`src/common/uop_config.svh`:
```
// Micro-op front end configuration

`ifndef UOP_CONFIG_SVH
`define UOP_CONFIG_SVH

// ============================================================
// Fetch group shape
// ============================================================

// Instruction slots carried by one fetch group
`define UOP_MWIDTH 2

// Longest expansion of a single instruction (SWAP)
`define UOP_MAX_PER_INSTR 3

// ============================================================
// Micro-op queue shape
// ============================================================

// Queue entries, must stay a power of two so the pointers wrap freely
`define UOPQ_DEPTH 16

// Micro-ops offered to the downstream stage each cycle
`define UOP_OUT_WIDTH 2

`endif

```
`src/common/uop_pkg.sv`:
```
// Micro-op front end types

`include "uop_config.svh"

package uop_pkg;

	// ============================================================
	// Architectural instruction format
	// ============================================================

	// Instruction opcodes, codes 8 to 15 are undefined and trap
	typedef enum logic [3:0] {
		NOP  = 4'd0,
		ADD  = 4'd1,
		SUB  = 4'd2,
		LD   = 4'd3,
		ST   = 4'd4,
		PUSH = 4'd5,
		POP  = 4'd6,
		SWAP = 4'd7
	} opcode_e;

	// One 16-bit instruction
	typedef struct packed {
		opcode_e    opcode;
		logic [3:0] rd;
		logic [3:0] rs1;
		logic [3:0] rs2;
	} instr_t;

	// A fetch slot with its valid bit
	typedef struct packed {
		logic   valid;
		instr_t instr;
	} slot_t;

	// Slot 0 sits in the low bits of the group
	typedef slot_t [`UOP_MWIDTH-1:0] group_t;

	// ============================================================
	// Micro-op format
	// ============================================================

	typedef enum logic [3:0] {
		U_NOP   = 4'd0,
		U_ADD   = 4'd1,
		U_SUB   = 4'd2,
		U_ADDI  = 4'd3,
		U_LOAD  = 4'd4,
		U_STORE = 4'd5,
		U_MOV   = 4'd6,
		U_TRAP  = 4'd7
	} uop_op_e;

	// For stores rd names the data register and rs1 the base
	typedef struct packed {
		uop_op_e    op;
		logic [3:0] rd;
		logic [3:0] rs1;
		logic [3:0] imm;
		// First micro-op of its instruction
		logic       lead;
		// Final micro-op of its instruction
		logic       last;
	} uop_t;

	// Expansion of one instruction, entry 0 comes first
	typedef uop_t [`UOP_MAX_PER_INSTR-1:0] uop_list_t;

	// Stack pointer and scratch register used by the expansions
	localparam logic [3:0] SP_REG  = 4'd15;
	localparam logic [3:0] TMP_REG = 4'd14;

endpackage

```
`src/translate/uop_rom.sv`:
```
// Instruction to micro-op expansion ROM

`include "uop_config.svh"

module uop_rom (
	input  uop_pkg::slot_t     slot,
	output uop_pkg::uop_list_t uops,
	output logic [1:0]         count
);

	// ============================================================
	// Expansion table
	// ============================================================

	always_comb begin
		uops  = '0;
		count = 2'd0;
		if (slot.valid) begin
			case (slot.instr.opcode)
				uop_pkg::NOP: begin
					uops[0].op = uop_pkg::U_NOP;
					count      = 2'd1;
				end
				// Register-register ALU ops carry rs2 in the imm field
				uop_pkg::ADD, uop_pkg::SUB: begin
					uops[0].op  = (slot.instr.opcode == uop_pkg::ADD) ?
						uop_pkg::U_ADD : uop_pkg::U_SUB;
					uops[0].rd  = slot.instr.rd;
					uops[0].rs1 = slot.instr.rs1;
					uops[0].imm = slot.instr.rs2;
					count       = 2'd1;
				end
				uop_pkg::LD, uop_pkg::ST: begin
					uops[0].op  = (slot.instr.opcode == uop_pkg::LD) ?
						uop_pkg::U_LOAD : uop_pkg::U_STORE;
					uops[0].rd  = slot.instr.rd;
					uops[0].rs1 = slot.instr.rs1;
					uops[0].imm = slot.instr.rs2;
					count       = 2'd1;
				end
				// Pre-decrement the stack pointer, then store through it
				uop_pkg::PUSH: begin
					uops[0].op  = uop_pkg::U_ADDI;
					uops[0].rd  = uop_pkg::SP_REG;
					uops[0].rs1 = uop_pkg::SP_REG;
					uops[0].imm = 4'd15;
					uops[1].op  = uop_pkg::U_STORE;
					uops[1].rd  = slot.instr.rd;
					uops[1].rs1 = uop_pkg::SP_REG;
					count       = 2'd2;
				end
				// Load from the top of stack, then post-increment
				uop_pkg::POP: begin
					uops[0].op  = uop_pkg::U_LOAD;
					uops[0].rd  = slot.instr.rd;
					uops[0].rs1 = uop_pkg::SP_REG;
					uops[1].op  = uop_pkg::U_ADDI;
					uops[1].rd  = uop_pkg::SP_REG;
					uops[1].rs1 = uop_pkg::SP_REG;
					uops[1].imm = 4'd1;
					count       = 2'd2;
				end
				// Three moves through the scratch register
				uop_pkg::SWAP: begin
					uops[0].op  = uop_pkg::U_MOV;
					uops[0].rd  = uop_pkg::TMP_REG;
					uops[0].rs1 = slot.instr.rd;
					uops[1].op  = uop_pkg::U_MOV;
					uops[1].rd  = slot.instr.rd;
					uops[1].rs1 = slot.instr.rs1;
					uops[2].op  = uop_pkg::U_MOV;
					uops[2].rd  = slot.instr.rs1;
					uops[2].rs1 = uop_pkg::TMP_REG;
					count       = 2'd3;
				end
				// Undefined opcodes trap and report the code in rd
				default: begin
					uops[0].op = uop_pkg::U_TRAP;
					uops[0].rd = slot.instr.opcode;
					count      = 2'd1;
				end
			endcase

			// Mark the instruction boundaries inside the list
			uops[0].lead = 1'b1;
			for (int i = 0; i < `UOP_MAX_PER_INSTR; i++)
				uops[i].last = (i == int'(count) - 1);
		end
	end

	// A valid instruction must always reach the queue as something
	always_comb
		assert final (!slot.valid || (count >= 2'd1 && count <= 2'd3));

endmodule

```
`src/rtl/micro_op_queue.sv`:
```
// Micro-op queue

`include "uop_config.svh"

module micro_op_queue (
	input  logic                                  clk,
	input  logic                                  rst,
	input  logic                                  en,
	input  uop_pkg::uop_list_t                    lists [0:`UOP_MWIDTH-1],
	input  logic [1:0]                            counts [0:`UOP_MWIDTH-1],
	output logic                                  advance,
	output uop_pkg::uop_t [`UOP_OUT_WIDTH-1:0]    out_uops,
	output logic [2:0]                            out_count
);

	localparam int PTR_W = $clog2(`UOPQ_DEPTH);
	localparam int OCC_W = PTR_W + 1;
	localparam int SUM_W = OCC_W + 1;
	// Room that must remain for the next group before fetch may advance
	localparam int NEED  = `UOP_MWIDTH * `UOP_MAX_PER_INSTR;

	// Entry storage has no reset, occupancy alone says what is live
	uop_pkg::uop_t     mem [0:`UOPQ_DEPTH-1];
	logic [PTR_W-1:0]  head;
	logic [PTR_W-1:0]  tail;
	logic [OCC_W-1:0]  occ;

	// Offset of each slot's first entry from the tail
	logic [2:0]        base [0:`UOP_MWIDTH-1];
	logic [2:0]        wr_count;
	logic [2:0]        pop_count;

	// ============================================================
	// Write side
	// ============================================================

	// Slot offsets are a running sum, so slot 1 lands right after slot 0
	always_comb begin
		wr_count = 3'd0;
		for (int s = 0; s < `UOP_MWIDTH; s++) begin
			base[s]  = wr_count;
			wr_count = wr_count + 3'(counts[s]);
		end
	end

	always_ff @(posedge clk) begin
		for (int s = 0; s < `UOP_MWIDTH; s++)
			for (int k = 0; k < `UOP_MAX_PER_INSTR; k++)
				if (k < int'(counts[s]))
					mem[tail + PTR_W'(base[s]) + PTR_W'(k)] <= lists[s][k];
	end

	// ============================================================
	// Read side
	// ============================================================

	// Show as many head entries as are live, up to the output width
	always_comb begin
		if (occ >= OCC_W'(`UOP_OUT_WIDTH))
			out_count = 3'(`UOP_OUT_WIDTH);
		else
			out_count = 3'(occ);
		for (int i = 0; i < `UOP_OUT_WIDTH; i++)
			out_uops[i] = (i < int'(out_count)) ? mem[head + PTR_W'(i)] : '0;
	end

	// Downstream takes everything shown whenever it is enabled
	assign pop_count = en ? out_count : 3'd0;

	// ============================================================
	// Pointers and occupancy
	// ============================================================

	always_ff @(posedge clk) begin
		if (rst) begin
			head <= '0;
			tail <= '0;
			occ  <= '0;
		end else begin
			head <= head + PTR_W'(pop_count);
			tail <= tail + PTR_W'(wr_count);
			occ  <= occ + OCC_W'(wr_count) - OCC_W'(pop_count);
		end
	end

	// The group in the stage register is written at the next edge.
	// Whatever is left after it must still fit a full next group
	assign advance = (SUM_W'(occ) + SUM_W'(wr_count) + SUM_W'(NEED))
		<= SUM_W'(`UOPQ_DEPTH);

	// Holds only if the advance throttle upstream keeps its promise
	assert property (@(posedge clk) disable iff (rst)
		occ <= OCC_W'(`UOPQ_DEPTH));

endmodule

```
`src/translate/uop_translate_stage.sv`:
```
// Micro-op translation stage

`include "uop_config.svh"

module uop_translate_stage (
	input  logic                                  clk,
	input  logic                                  rst,
	input  logic                                  en,
	input  logic                                  stomp,
	input  uop_pkg::group_t                       group_in,
	output logic                                  advance,
	output uop_pkg::uop_t [`UOP_OUT_WIDTH-1:0]    out_uops,
	output logic [2:0]                            out_count
);

	// Group held for one cycle while its slots are translated
	uop_pkg::group_t   group_q;

	// Per-slot expansions and their lengths
	uop_pkg::uop_list_t lists [0:`UOP_MWIDTH-1];
	logic [1:0]         counts [0:`UOP_MWIDTH-1];

	// ============================================================
	// Group register
	// ============================================================

	// The instruction fields simply follow the input every cycle.
	// Only the valid bits decide whether the group reaches the queue
	// A group is accepted only while the queue has room for it, and
	// a stomp drops every slot of the group arriving at that edge
	always_ff @(posedge clk) begin
		for (int i = 0; i < `UOP_MWIDTH; i++) begin
			group_q[i].instr <= group_in[i].instr;
			if (rst)
				group_q[i].valid <= 1'b0;
			else
				group_q[i].valid <= group_in[i].valid & advance & ~stomp;
		end
	end

	// ============================================================
	// Translation ROMs, one per slot
	// ============================================================

	for (genvar g = 0; g < `UOP_MWIDTH; g++) begin : g_rom
		uop_rom u_rom (
			.slot  (group_q[g]),
			.uops  (lists[g]),
			.count (counts[g])
		);

		// A group presented while advance is low must never enter the queue,
		// otherwise the held group would be written twice
		assert property (@(posedge clk) disable iff (rst)
			!advance |=> !group_q[g].valid);
	end

	// Queue takes the lists in slot order and drives advance back to fetch
	micro_op_queue u_queue (
		.clk       (clk),
		.rst       (rst),
		.en        (en),
		.lists     (lists),
		.counts    (counts),
		.advance   (advance),
		.out_uops  (out_uops),
		.out_count (out_count)
	);

endmodule

```
`src/rtl/uop_frontend_top.sv`:
```
// Micro-op front end top level

`include "uop_config.svh"

module uop_frontend_top (
	input  logic                                  clk,
	input  logic                                  rst,
	// Downstream takes out_count micro-ops at each edge with en high
	input  logic                                  en,
	// Drops every slot of the group presented at this edge
	input  logic                                  stomp,
	input  uop_pkg::group_t                       group_in,
	// Fetch may present its next group while this is high
	output logic                                  advance,
	output uop_pkg::uop_t [`UOP_OUT_WIDTH-1:0]    out_uops,
	output logic [2:0]                            out_count
);

	// ============================================================
	// Translation stage
	// ============================================================

	// The stage holds the group register, the ROMs and the queue
	uop_translate_stage u_stage (
		.clk       (clk),
		.rst       (rst),
		.en        (en),
		.stomp     (stomp),
		.group_in  (group_in),
		.advance   (advance),
		.out_uops  (out_uops),
		.out_count (out_count)
	);

endmodule

```
`config.mk`:
```
export PLATFORM = sky130hd
export DESIGN_NAME = uop_frontend_top
export DESIGN_NICKNAME = d
export VERILOG_FILES = /design/src/common/uop_pkg.sv /design/src/translate/uop_rom.sv /design/src/rtl/micro_op_queue.sv /design/src/translate/uop_translate_stage.sv /design/src/rtl/uop_frontend_top.sv
export VERILOG_INCLUDE_DIRS = /design/src /design/src/common
export SDC_FILE = /design/constraint.sdc
export NUM_CORES = 1
export LEC_CHECK = 0
export ABC_AREA = 0
export BUFFER_PORTS_ARGS = -buffer_cell sky130_fd_sc_hd__buf_4
export CORE_MARGIN = 8
export CORE_UTILIZATION = 32
export CTS_CLUSTER_DIAMETER = 100
export DETAILED_ROUTE_END_ITERATION = 10
export SLEW_MARGIN = 20
export SYNTH_ARGS = -nofsm -noshare
export SYNTH_HDL_FRONTEND = slang
export SYNTH_SLANG_ARGS = --single-unit
```
`constraint.sdc`:
```
create_clock -name clk -period 9.3 [get_ports clk]
set_input_delay 1.395 -clock clk [delete_from_list [all_inputs] [get_ports clk]]
set_output_delay 1.395 -clock clk [all_outputs]
set_load 0.02 [all_outputs]
```
After elaboration in Yosys (flattened, before gate mapping)
Memory sizes are Yosys's and may differ from the RTL's. A register that Yosys moved wholly into a read port is not among the register bits.
Index checks and enable logic that the tools add are counted.
{"block": "totals", "register_bits": 47, "ramBits": 288, "inputBits": 38, "out_inout_bits": 40, "word_cells": 123, "mem_count": 1}
{"name": "u_stage.u_queue.mem", "words": 16, "width": 18, "rd": 2, "rd_ports_with_merged_regs": 1, "write_ports": 6, "line_no": "micro_op_queue.sv:23", "text": "uop_pkg::uop_t mem [0:`UOPQ_DEPTH-1];"}
{"block": "op_classes", "n_addsub": 15, "n_lt_le_gt_ge": 10, "n_eq_ne": 18, "mux": 47, "bitwise_logic": 5, "reduce_logical": 14}
{"operator": "one-hot mux 11 bit (3 select lines)", "n": 2}
{"operator": "zero test 32 bit", "n": 2}
{"operator": "two-way mux 11 bit", "n": 4}
{"operator": "two-way mux 19 bit", "n": 2}
{"operator": "two-way mux 18 bit", "n": 2}
{"operator": "one-hot mux 3 bit (6 select lines)", "n": 2}
{"operator": "two-way mux 17 bit", "n": 2}
{"operator": "== test 4 x 3 -> 1 bit, second input constant", "n": 8}
{"operator": "one-hot mux 4 bit (4 select lines)", "n": 2}
{"operator": "one-hot mux 4 bit (3 select lines)", "n": 2}
{"operator": "== test 4 x 2 -> 1 bit, second input constant", "n": 4}
{"operator": "two-way mux 1 bit", "n": 16}
{"operator": "one-hot mux 4 bit (2 select lines)", "n": 2}
{"operator": "adder 4 x 1 -> 4 bit, second input constant", "n": 3}
{"operator": "two-way mux 2 bit", "n": 6}
{"operator": "OR reduction 2 bit", "n": 6}
{"operator": "OR reduction 5 bit", "n": 2}
{"operator": "adder 4 x 2 -> 4 bit, second input constant", "n": 2}
{"operator": "adder 4 x 3 -> 4 bit", "n": 2}
{"operator": "== test 4 x 1 -> 1 bit, second input constant", "n": 2}
{"operator": "zero test 4 bit", "n": 2}
{"operator": "less-than comparator 1 x 2 -> 1 bit, first input constant", "n": 4}
{"operator": "one-hot mux 2 bit (2 select lines)", "n": 2}
{"operator": "OR reduction 4 bit", "n": 2}
{"operator": "other kinds (17)", "n": 26}

Longest topological paths before layout
Gate-level depths: netlist of the first run.
{"block": "depth", "depth_word": 11, "mapped_depth": 20, "ltp_nobuf": 17}

By module
From an unflattened synthesis of the first run, not the netlist that was laid out.
{"block": "hier_totals", "cells_unflattened": 3256, "area_unflattened_um2": 31665.4}
{"module": "micro_op_queue", "n_inst": 1, "cells_each": 2986, "area_each_um2": 29620.9, "seq_area_each_um2": 8908.5}
{"module": "uop_rom", "n_inst": 2, "cells_each": 117, "area_each_um2": 669.4, "seq_area_each_um2": 0.0}
{"module": "uop_translate_stage", "n_inst": 1, "cells_each": 36, "area_each_um2": 705.7, "seq_area_each_um2": 680.7}

Least setup slack after synthesis of the first run
Ideal clock, no wire load.
{"block": "synth_timing", "path_type": "reg-to-output", "startpoint": "reg u_stage.group_q[16] in the netlist's numbering", "endpoint": "out advance", "t_arrival_ns": 3.434, "slack_ns": 4.471, "stages_incl_launch_ff": 18, "cell_sequence": "dfxtp_1 clkbuf_1 buf_1 inv_1 a31oi_1 ha_1 inv_1 fa_1 ha_1 inv_1 ha_1 inv_1 fa_1 nand2_1 nor3_1 o21ai_0 o21ai_0 a21o_1"}
{"block": "synth_between", "elab_chain_len": 5}
{"item": "from (decl)", "line_no": "uop_translate_stage.sv:17", "text": "uop_pkg::group_t group_q;"}
{"item": "two-way mux 2 bit", "line_no": "uop_rom.sv:18", "text": "if (slot.valid) begin"}
{"item": "adder 2 x 2 -> 3 bit", "line_no": "micro_op_queue.sv:42", "text": "wr_count = wr_count + 3'(counts[s]);"}
{"item": "adder 5 x 3 -> 6 bit", "line_no": "micro_op_queue.sv:88", "text": "assign advance = (SUM_W'(occ) + SUM_W'(wr_count) + SUM_W'(NEED))"}
{"item": "adder 6 x 3 -> 6 bit", "line_no": "micro_op_queue.sv:88"}
{"item": "less-or-equal comparator 6 x 5 -> 1 bit", "line_no": "micro_op_queue.sv:88"}
{"item": "to (decl)", "line_no": "uop_frontend_top.sv:14", "text": "output logic advance,"}
Every way passes these cells.

Final worst setup path of the first run
{"block": "layout_timing", "startpoint": "reg u_stage.group_q[31] in the netlist's numbering", "endpoint": "out advance"}
{"block": "layout_between", "elab_chain_len": 9, "elab_cells_between_ends": 11, "classes_between": "3 x add/sub; 1 x order compare; 3 x eq/ne; 3 x mux; 1 x reduce/logical"}
{"item": "== test 4 x 3 -> 1 bit", "line_no": "uop_rom.sv:19", "text": "case (slot.instr.opcode)"}
{"item": "OR reduction 2 bit (no source line)"}
{"item": "one-hot mux 2 bit (2 select lines) (*)", "line_no": "uop_rom.sv:19"}
{"item": "two-way mux 2 bit (*) (2 in a row)", "line_no": "uop_rom.sv:18"}
{"item": "adder 2 x 2 -> 3 bit (*)", "line_no": "micro_op_queue.sv:42"}
{"item": "adder 5 x 3 -> 6 bit (*)", "line_no": "micro_op_queue.sv:88"}
{"item": "adder 6 x 3 -> 6 bit (*)", "line_no": "micro_op_queue.sv:88"}
{"item": "less-or-equal comparator 6 x 5 -> 1 bit (*)", "line_no": "micro_op_queue.sv:88"}
Mark *: on every way between the ends. The rest lies on a longest branch, timed or not. The select of a mux whose other input is x is not followed.

==> impl_metrics.env, run 1 <==
export IMPL_tightest_slew_ns=1.34
export IMPL_post_synth_top_count_cell="nor2_1"
export IMPL_holdPathStages=2
export IMPL_synth_ff_type="edfxtp_1"
export IMPL_remaining_drc_errors=0
export IMPL_slew_headroom=0.0948
export IMPL_dpl_hpwl_um=103000
export IMPL_root_buffer="clkbuf_16"
export IMPL_synthCells=2848
export IMPL_std_cell_rows=103
export IMPL_grt_max_degree=55
export IMPL_first_global_vias=24600
export IMPL_fin_skew_ns=0.0236
export IMPL_highest_layer="met5"
export IMPL_worst_setup_path_type="flip-flop to output port"
export IMPL_drv_slew=0
export IMPL_hold_buffers=0
export IMPL_pre_cts_slack_ns=3.26
export IMPL_clk_pin_slew_ns=0.07
export IMPL_drt_pass1_iterations=9
export IMPL_num_nets_final=2865
export IMPL_ant_nets=0
export IMPL_cts_buffer_depth=3
export IMPL_final_hold_viol_count=0
export IMPL_yosysSeqAreaShare=0.313
export IMPL_required_ns=7.91
export IMPL_tns_ns=0
export IMPL_chipHeight_um=298
export IMPL_wl_per_cell_um=35.9
export IMPL_synth_top_cells_by_count="nor2_1, nand2_1, a21oi_1, clkbuf_1, o21ai_0"
export IMPL_avgSynthCellArea_sq_um=8.96
export IMPL_finalSetupViolCount=0
export IMPL_leakage_uw=0.00984
export IMPL_cts_tree="yes"
export IMPL_totalWireLength_um=139000
export IMPL_synth_edf_count=160
export IMPL_synth_async_sr_flop_share=0
export IMPL_power_uw=5680
export IMPL_holdCritPathClass="flip-flop to flip-flop"
export IMPL_maxCapViolCount=0
export IMPL_synth_area_top_cells="edfxtp_1, mux4_2, dfxtp_1"
export IMPL_via_per_inst=6.95
export IMPL_setup_slack_ns=2.83
export IMPL_syn_to_final_growth_pct=11.8
export IMPL_cp_max_fo=17
export IMPL_cp_start_kind="flip-flop"
export IMPL_post_route_min_period_ns=6.47
export IMPL_post_cts_buffers=0
export IMPL_synth_area_sq_mm=0.0255
export IMPL_synth_area_leader_cell="edfxtp_1"
export IMPL_rsz0062_at_grt="false"
export IMPL_num_vias=27000
export IMPL_endpoint_kind="output port"
export IMPL_synth_seq_cells=319
export IMPL_fp_coreArea_sq_mm=0.0790
export IMPL_cts_sinks=319
export IMPL_route_met2_wl_um=57800
export IMPL_ctsHtreeMaxLevel=2
export IMPL_met1_length_um=51600
export IMPL_reg2reg_depth=13
export IMPL_die_w_um=298
export IMPL_met3_wirelength_um=19400
export IMPL_grt_pass1_wl_um=192000
export IMPL_clock_latency_ns=0.59
export IMPL_finalCritPeriodShare=0.696
export IMPL_die_area_sq_mm=0.0890
export IMPL_antenna_found_initial=10
export IMPL_cts_made_buffers=39
export IMPL_status="completed"
export IMPL_yosysTopAreaCellShare=0.188
export IMPL_grt_ovfl_total=0
export IMPL_portBuffers=75
export IMPL_yosys_cell_types_count=107
export IMPL_crit_arrival_ns=5.07
export IMPL_cts_resized=0
export IMPL_grt_usage=0.298
export IMPL_max_freq_mhz=155
export IMPL_final_layout_size_suffix_gt1_frac=0.190
export IMPL_ir_worst_vdd_mv=0.141
export IMPL_place_gp_congestion=1.11
export IMPL_start_util=0.323
export IMPL_synth_warnings=0
export IMPL_drt_initial_drc_count=4364
export IMPL_io_pins=78
export IMPL_power_density_mw_per_mm2=199
==> per-stage QoR <==
stage | util | hold WS, ns | std cells | cell area, sq um
global route | 0.361 | 0.528 | 3876 | 28500
finish | 0.361 | 0.517 | 3880 | 28500
floorplan | - | 0.536 | 2849 | 25500
CTS | 0.361 | 0.519 | 3876 | 28500
global placement | 0.344 | 0.497 | 3803 | 27200
detailed placement | 0.345 | 0.506 | 3804 | 27200
==> final cells by class <==
type / instances / area, sq um
diodes: 4 / 10.0
clock buffers: 49 / 1030
clock inverters: 23 / 244
fillers: 8022 / 50500
inverters: 44 / 170
multi-input cells: 2200 / 16300
flip-flops and latches: 319 / 8000
well taps: 1050 / 1310
repair buffers: 191 / 1450
==> layer usage <==
metal	global-route usage	up-vias
met3	0.0908	620
met5	0.000541	-
li1	-	10900
met2	0.434	2328
met1	0.386	13100
met4	0.175	10
==> where the power goes <==
| group | leakage (uW) | internal (uW) | switching [uW] |
|---|---|---|---|
| Combinational | 0.00647 | 949 | 1410 |
| Sequential | 0.00273 | 1590 | 140 |
| Clock | 0.000629 | 908 | 682 |
| Total | 0.00984 | 3440 | 2240 |
==> worst max-delay path, cell delays in order (launching register included) <==
cell      delay (ns)
dfxtp_1         0.67
nand3b_1        0.43
nor2_4          0.43
inv_1           0.48
fa_1            0.72
ha_1            0.25
inv_1           0.06
ha_1            0.16
inv_1           0.07
fa_1            0.50
nand2_1         0.08
nor3_1          0.04
o21ai_0         0.13
o21ai_0         0.10
a21o_1          0.18
buf_4           0.16
==> worst paths after layout <==
kind	slack [ns]	endpoint	from
worst min register to register	0.52	u_stage.u_queue.head[3]	u_stage.u_queue.head[3]
worst max register to register	2.97	u_stage.u_queue.mem[4][7]	u_stage.group_q[13]
worst max-delay path	2.83	advance	u_stage.group_q[31]
worst min-delay path	0.52	u_stage.u_queue.head[3]	u_stage.u_queue.head[3]
==> logic make-up (layout without fill, tap and decap cells) <==
logic type / count (synthesis) / count (layout) / synth area share
buf+inv: 330 / 307 / 0.0565
simple gates: 946 / 946 / 0.182
mux: 224 / 224 / 0.164
compound gates: 977 / 977 / 0.257
flops: 319 / 319 / 0.313
fa+ha+maj: 32 / 32 / 0.0177
other cells: 1 / 6 / 0.000147
xor+xnor: 19 / 19 / 0.0101
==> state kept, by name, indices dropped and copies added (netlist names) <==
| signal | cells |
|---|---|
| u_stage.u_queue.head | 4 |
| u_stage.u_queue.tail | 4 |
| u_stage.u_queue.mem | 272 |
| u_stage.u_queue.occ | 5 |
| u_stage.group_q | 34 |
==> layout by cell type (no fill, tap or decap), types with 9 or more instances in the layout <==
cell type	netlist	layout
nand4_1	11	11
o221ai_1	41	40
a21o_1	9	9
o21ai_0	168	166
edfxtp_1	160	160
dfxtp_1	159	156
nor3_2	19	24
a2111oi_0	9	9
nor3_1	97	88
clkbuf_16	0	39
o21a_1	9	9
mux2i_1	58	58
nor4_2	9	11
a221oi_1	43	43
nand2b_1	14	14
a21oi_1	249	246
a22oi_1	28	28
and3_1	16	15
nor2b_1	60	58
nand2_1	269	269
a31oi_1	18	17
inv_1	41	41
a211oi_1	144	144
nor2_1	294	292
and2_1	20	20
ha_1	25	24
mux4_2	153	153
mux2_2	13	13
o22ai_1	58	58
o211ai_1	68	68
o32ai_1	9	9
a211o_1	22	22
nand3_1	60	60
buf_4	11	190
or3_1	14	14
o21ai_1	18	18
No activity file was read; power rests on OpenSTA's default activity.
==> run 2: changes to the inputs <==
clock period = 6.25 ns   (was 9.3 ns; I/O delays follow)
==> run 2 against run 1 <==
Net effect:
- design area grew 1.1%
- combinational power grew 51%
- setup slack lost 2.4 ns
- critical endpoint unchanged
- largest cell class unchanged
- largest power group unchanged
==> impl_metrics.env, run 2 (synthesis gave the netlist of run 1 again) <==
export IMPL_status="completed"
export IMPL_final_hold_viol_count=0
export IMPL_cp_common_cell="inv_1"
export IMPL_critPathBufInv=4
export IMPL_start_util=0.323
export IMPL_cts_sinks=319
export IMPL_drt_initial_drc_count=4911
export IMPL_reg2reg_depth=14
export IMPL_slew_headroom=0.0952
export IMPL_required_ns=5.31
export IMPL_post_cts_buffers=0
export IMPL_first_global_vias=24800
export IMPL_place_gp_congestion=1.10
export IMPL_die_w_um=298
export IMPL_grt_pass1_wl_um=194000
export IMPL_root_buffer="clkbuf_16"
export IMPL_cts_made_buffers=40
export IMPL_num_nets_final=2903
export IMPL_io_pins=78
export IMPL_drv_slew=0
export IMPL_ir_worst_vdd_mv=0.210
export IMPL_syn_to_final_growth_pct=13.0
export IMPL_holdCritPathClass="input pin to flip-flop"
export IMPL_clock_latency_ns=0.58
export IMPL_cts_buffer_depth=3
export IMPL_num_fill_cells=7974
export IMPL_finalCritPeriodShare=0.938
export IMPL_die_area_sq_mm=0.0890
export IMPL_cts_resized=0
export IMPL_num_vias=27000
export IMPL_ctsHtreeMaxLevel=2
export IMPL_rsz0062_at_grt="false"
export IMPL_final_layout_size_suffix_gt1_frac=0.198
export IMPL_post_route_min_period_ns=5.86
export IMPL_finalSetupViolCount=0
export IMPL_wl_per_cell_um=36.3
export IMPL_timing_rr_start="u_stage.group_q[15]"
export IMPL_critPathMaxStageDelay_ns=0.71
export IMPL_crit_arrival_ns=4.92
export IMPL_final_util=0.365
export IMPL_cp_max_fo=17
export IMPL_tightest_slew_ns=1.34
export IMPL_critPathLaunch="u_stage.group_q[31]"
export IMPL_crit_family="adder cells"
export IMPL_grt_max_degree=55
export IMPL_rr_endpoint="u_stage.u_queue.mem[4][11]"
export IMPL_cp_start_kind="flip-flop"
export IMPL_antenna_found_initial=7
export IMPL_std_cell_rows=103
export IMPL_remaining_drc_errors=0
export IMPL_cts_tree="yes"
export IMPL_hold_buffers=0
export IMPL_largest_reg_flops=272
export IMPL_totalWireLength_um=142000
export IMPL_cpMaxStageDelayCell="fa_1"
export IMPL_max_freq_mhz=171
export IMPL_grt_usage=0.302
export IMPL_endpoint_kind="output port"
export IMPL_chipHeight_um=298
export IMPL_r2r_setup_slack_ns=1.01
export IMPL_maxCapViolCount=0
export IMPL_ant_nets=0
export IMPL_drt_pass1_iterations=10
export IMPL_portBuffers=75
export IMPL_dpl_hpwl_um=105000
export IMPL_fp_coreArea_sq_mm=0.0790
export IMPL_cp_cell_sequence="nand3b_1, nor2_4, inv_1, fa_1, ha_1, inv_1, ha_1, inv_1, fa_1, nand2_1, nor3_1, o21ai_0, o21ai_0, a21o_1, buf_4"
export IMPL_clk_pin_slew_ns=0.06
export IMPL_tns_ns=0
export IMPL_crit_end="advance"
export IMPL_leakage_uw=0.0100
export IMPL_cp_num_cells=15
export IMPL_power_density_mw_per_mm2=293
export IMPL_via_per_inst=6.90
export IMPL_worst_setup_path_type="flip-flop to output port"
export IMPL_grt_ovfl_total=0
export IMPL_fin_skew_ns=0.0209
export IMPL_layout_common_cells="nor2_1, nand2_1, a21oi_1"
export IMPL_final_common_cell="nor2_1"
[run 2: changes by cell type in the layout (fill, tap and decap cells not counted), sizes merged]
cell    delta
clkinv     -4
bufinv     -1
clkbuf     +5
diode      +1
inv        -3
buf       +35
[run 2: how the worst min path moves through the flow]
stage,slack [ns],end,from,cells after the start
CTS,0.45,u_stage.group_q[21],group_in[21],1
global route,0.46,u_stage.group_q[17],group_in[17],1
global placement,0.55,u_stage.u_queue.mem[3][4],u_stage.u_queue.mem[3][4],2
detailed placement,0.58,u_stage.u_queue.mem[8][1],u_stage.u_queue.mem[8][1],2
finish,0.46,u_stage.group_q[19],group_in[19],1
floorplan,0.54,u_stage.u_queue.mem[6][5],u_stage.u_queue.mem[6][5],2
[run 2: cell type report]
| type | count | area (sq um) | share of cell area |
|---|---|---|---|
| clock buffers | 52 | 1100 | 0.0380 |
| diodes | 5 | 12.5 | 0.000434 |
| flip-flops and latches | 319 | 8000 | 0.277 |
| inverters | 44 | 170 | 0.00590 |
| clock inverters | 15 | 154 | 0.00533 |
| multi-input cells | 2200 | 16400 | 0.567 |
| well taps | 1050 | 1310 | 0.0455 |
| repair buffers | 228 | 1740 | 0.0602 |
[run 2: through the flow]
| stage | std cells | power, uW | area [sq um] | hold WS [ns] | setup slack, ns |
|---|---|---|---|---|---|
| 2_1_floorplan | 2849 | 4680 | 25500 | 0.536 | 1.49 |
| 3_3_place_gp | 3839 | 6080 | 27500 | 0.555 | 1.09 |
| 3_5_place_dp | 3839 | 6080 | 27500 | 0.576 | 1.12 |
| 4_1_cts | 3906 | 8380 | 28800 | 0.446 | 0.494 |
| 5_1_grt | 3908 | 8720 | 28800 | 0.456 | 0.183 |
| 6_report | 3913 | 8450 | 28800 | 0.460 | 0.388 |
[run 2: where the power goes]
group	leakage [uW]	switching [uW]	internal, uW	total, uW
Sequential	0.00273	188	2370	2550
Combinational	0.00667	2130	1440	3570
Clock	0.000616	967	1350	2320
[run 2: worst reg2reg max path, delay by kind of cell, from the launching register on]
kind / cells / cell delay [ns]
compound gates: 2 / 0.40
xor+xnor: 2 / 0.79
fa+ha+maj: 3 / 1.17
buf+inv: 3 / 0.55
flops: 1 / 0.54
simple gates: 4 / 1.48
[run 2: per-layer routing]
metal  share of wire  vias to the layer above  global-route usage
li1                -                    11000                   -
met1            0.37                    13000               0.379
met2            0.41                     2348               0.443
met3            0.14                      652               0.102
met4           0.083                        6               0.191
met5         0.00027                        -             0.00216
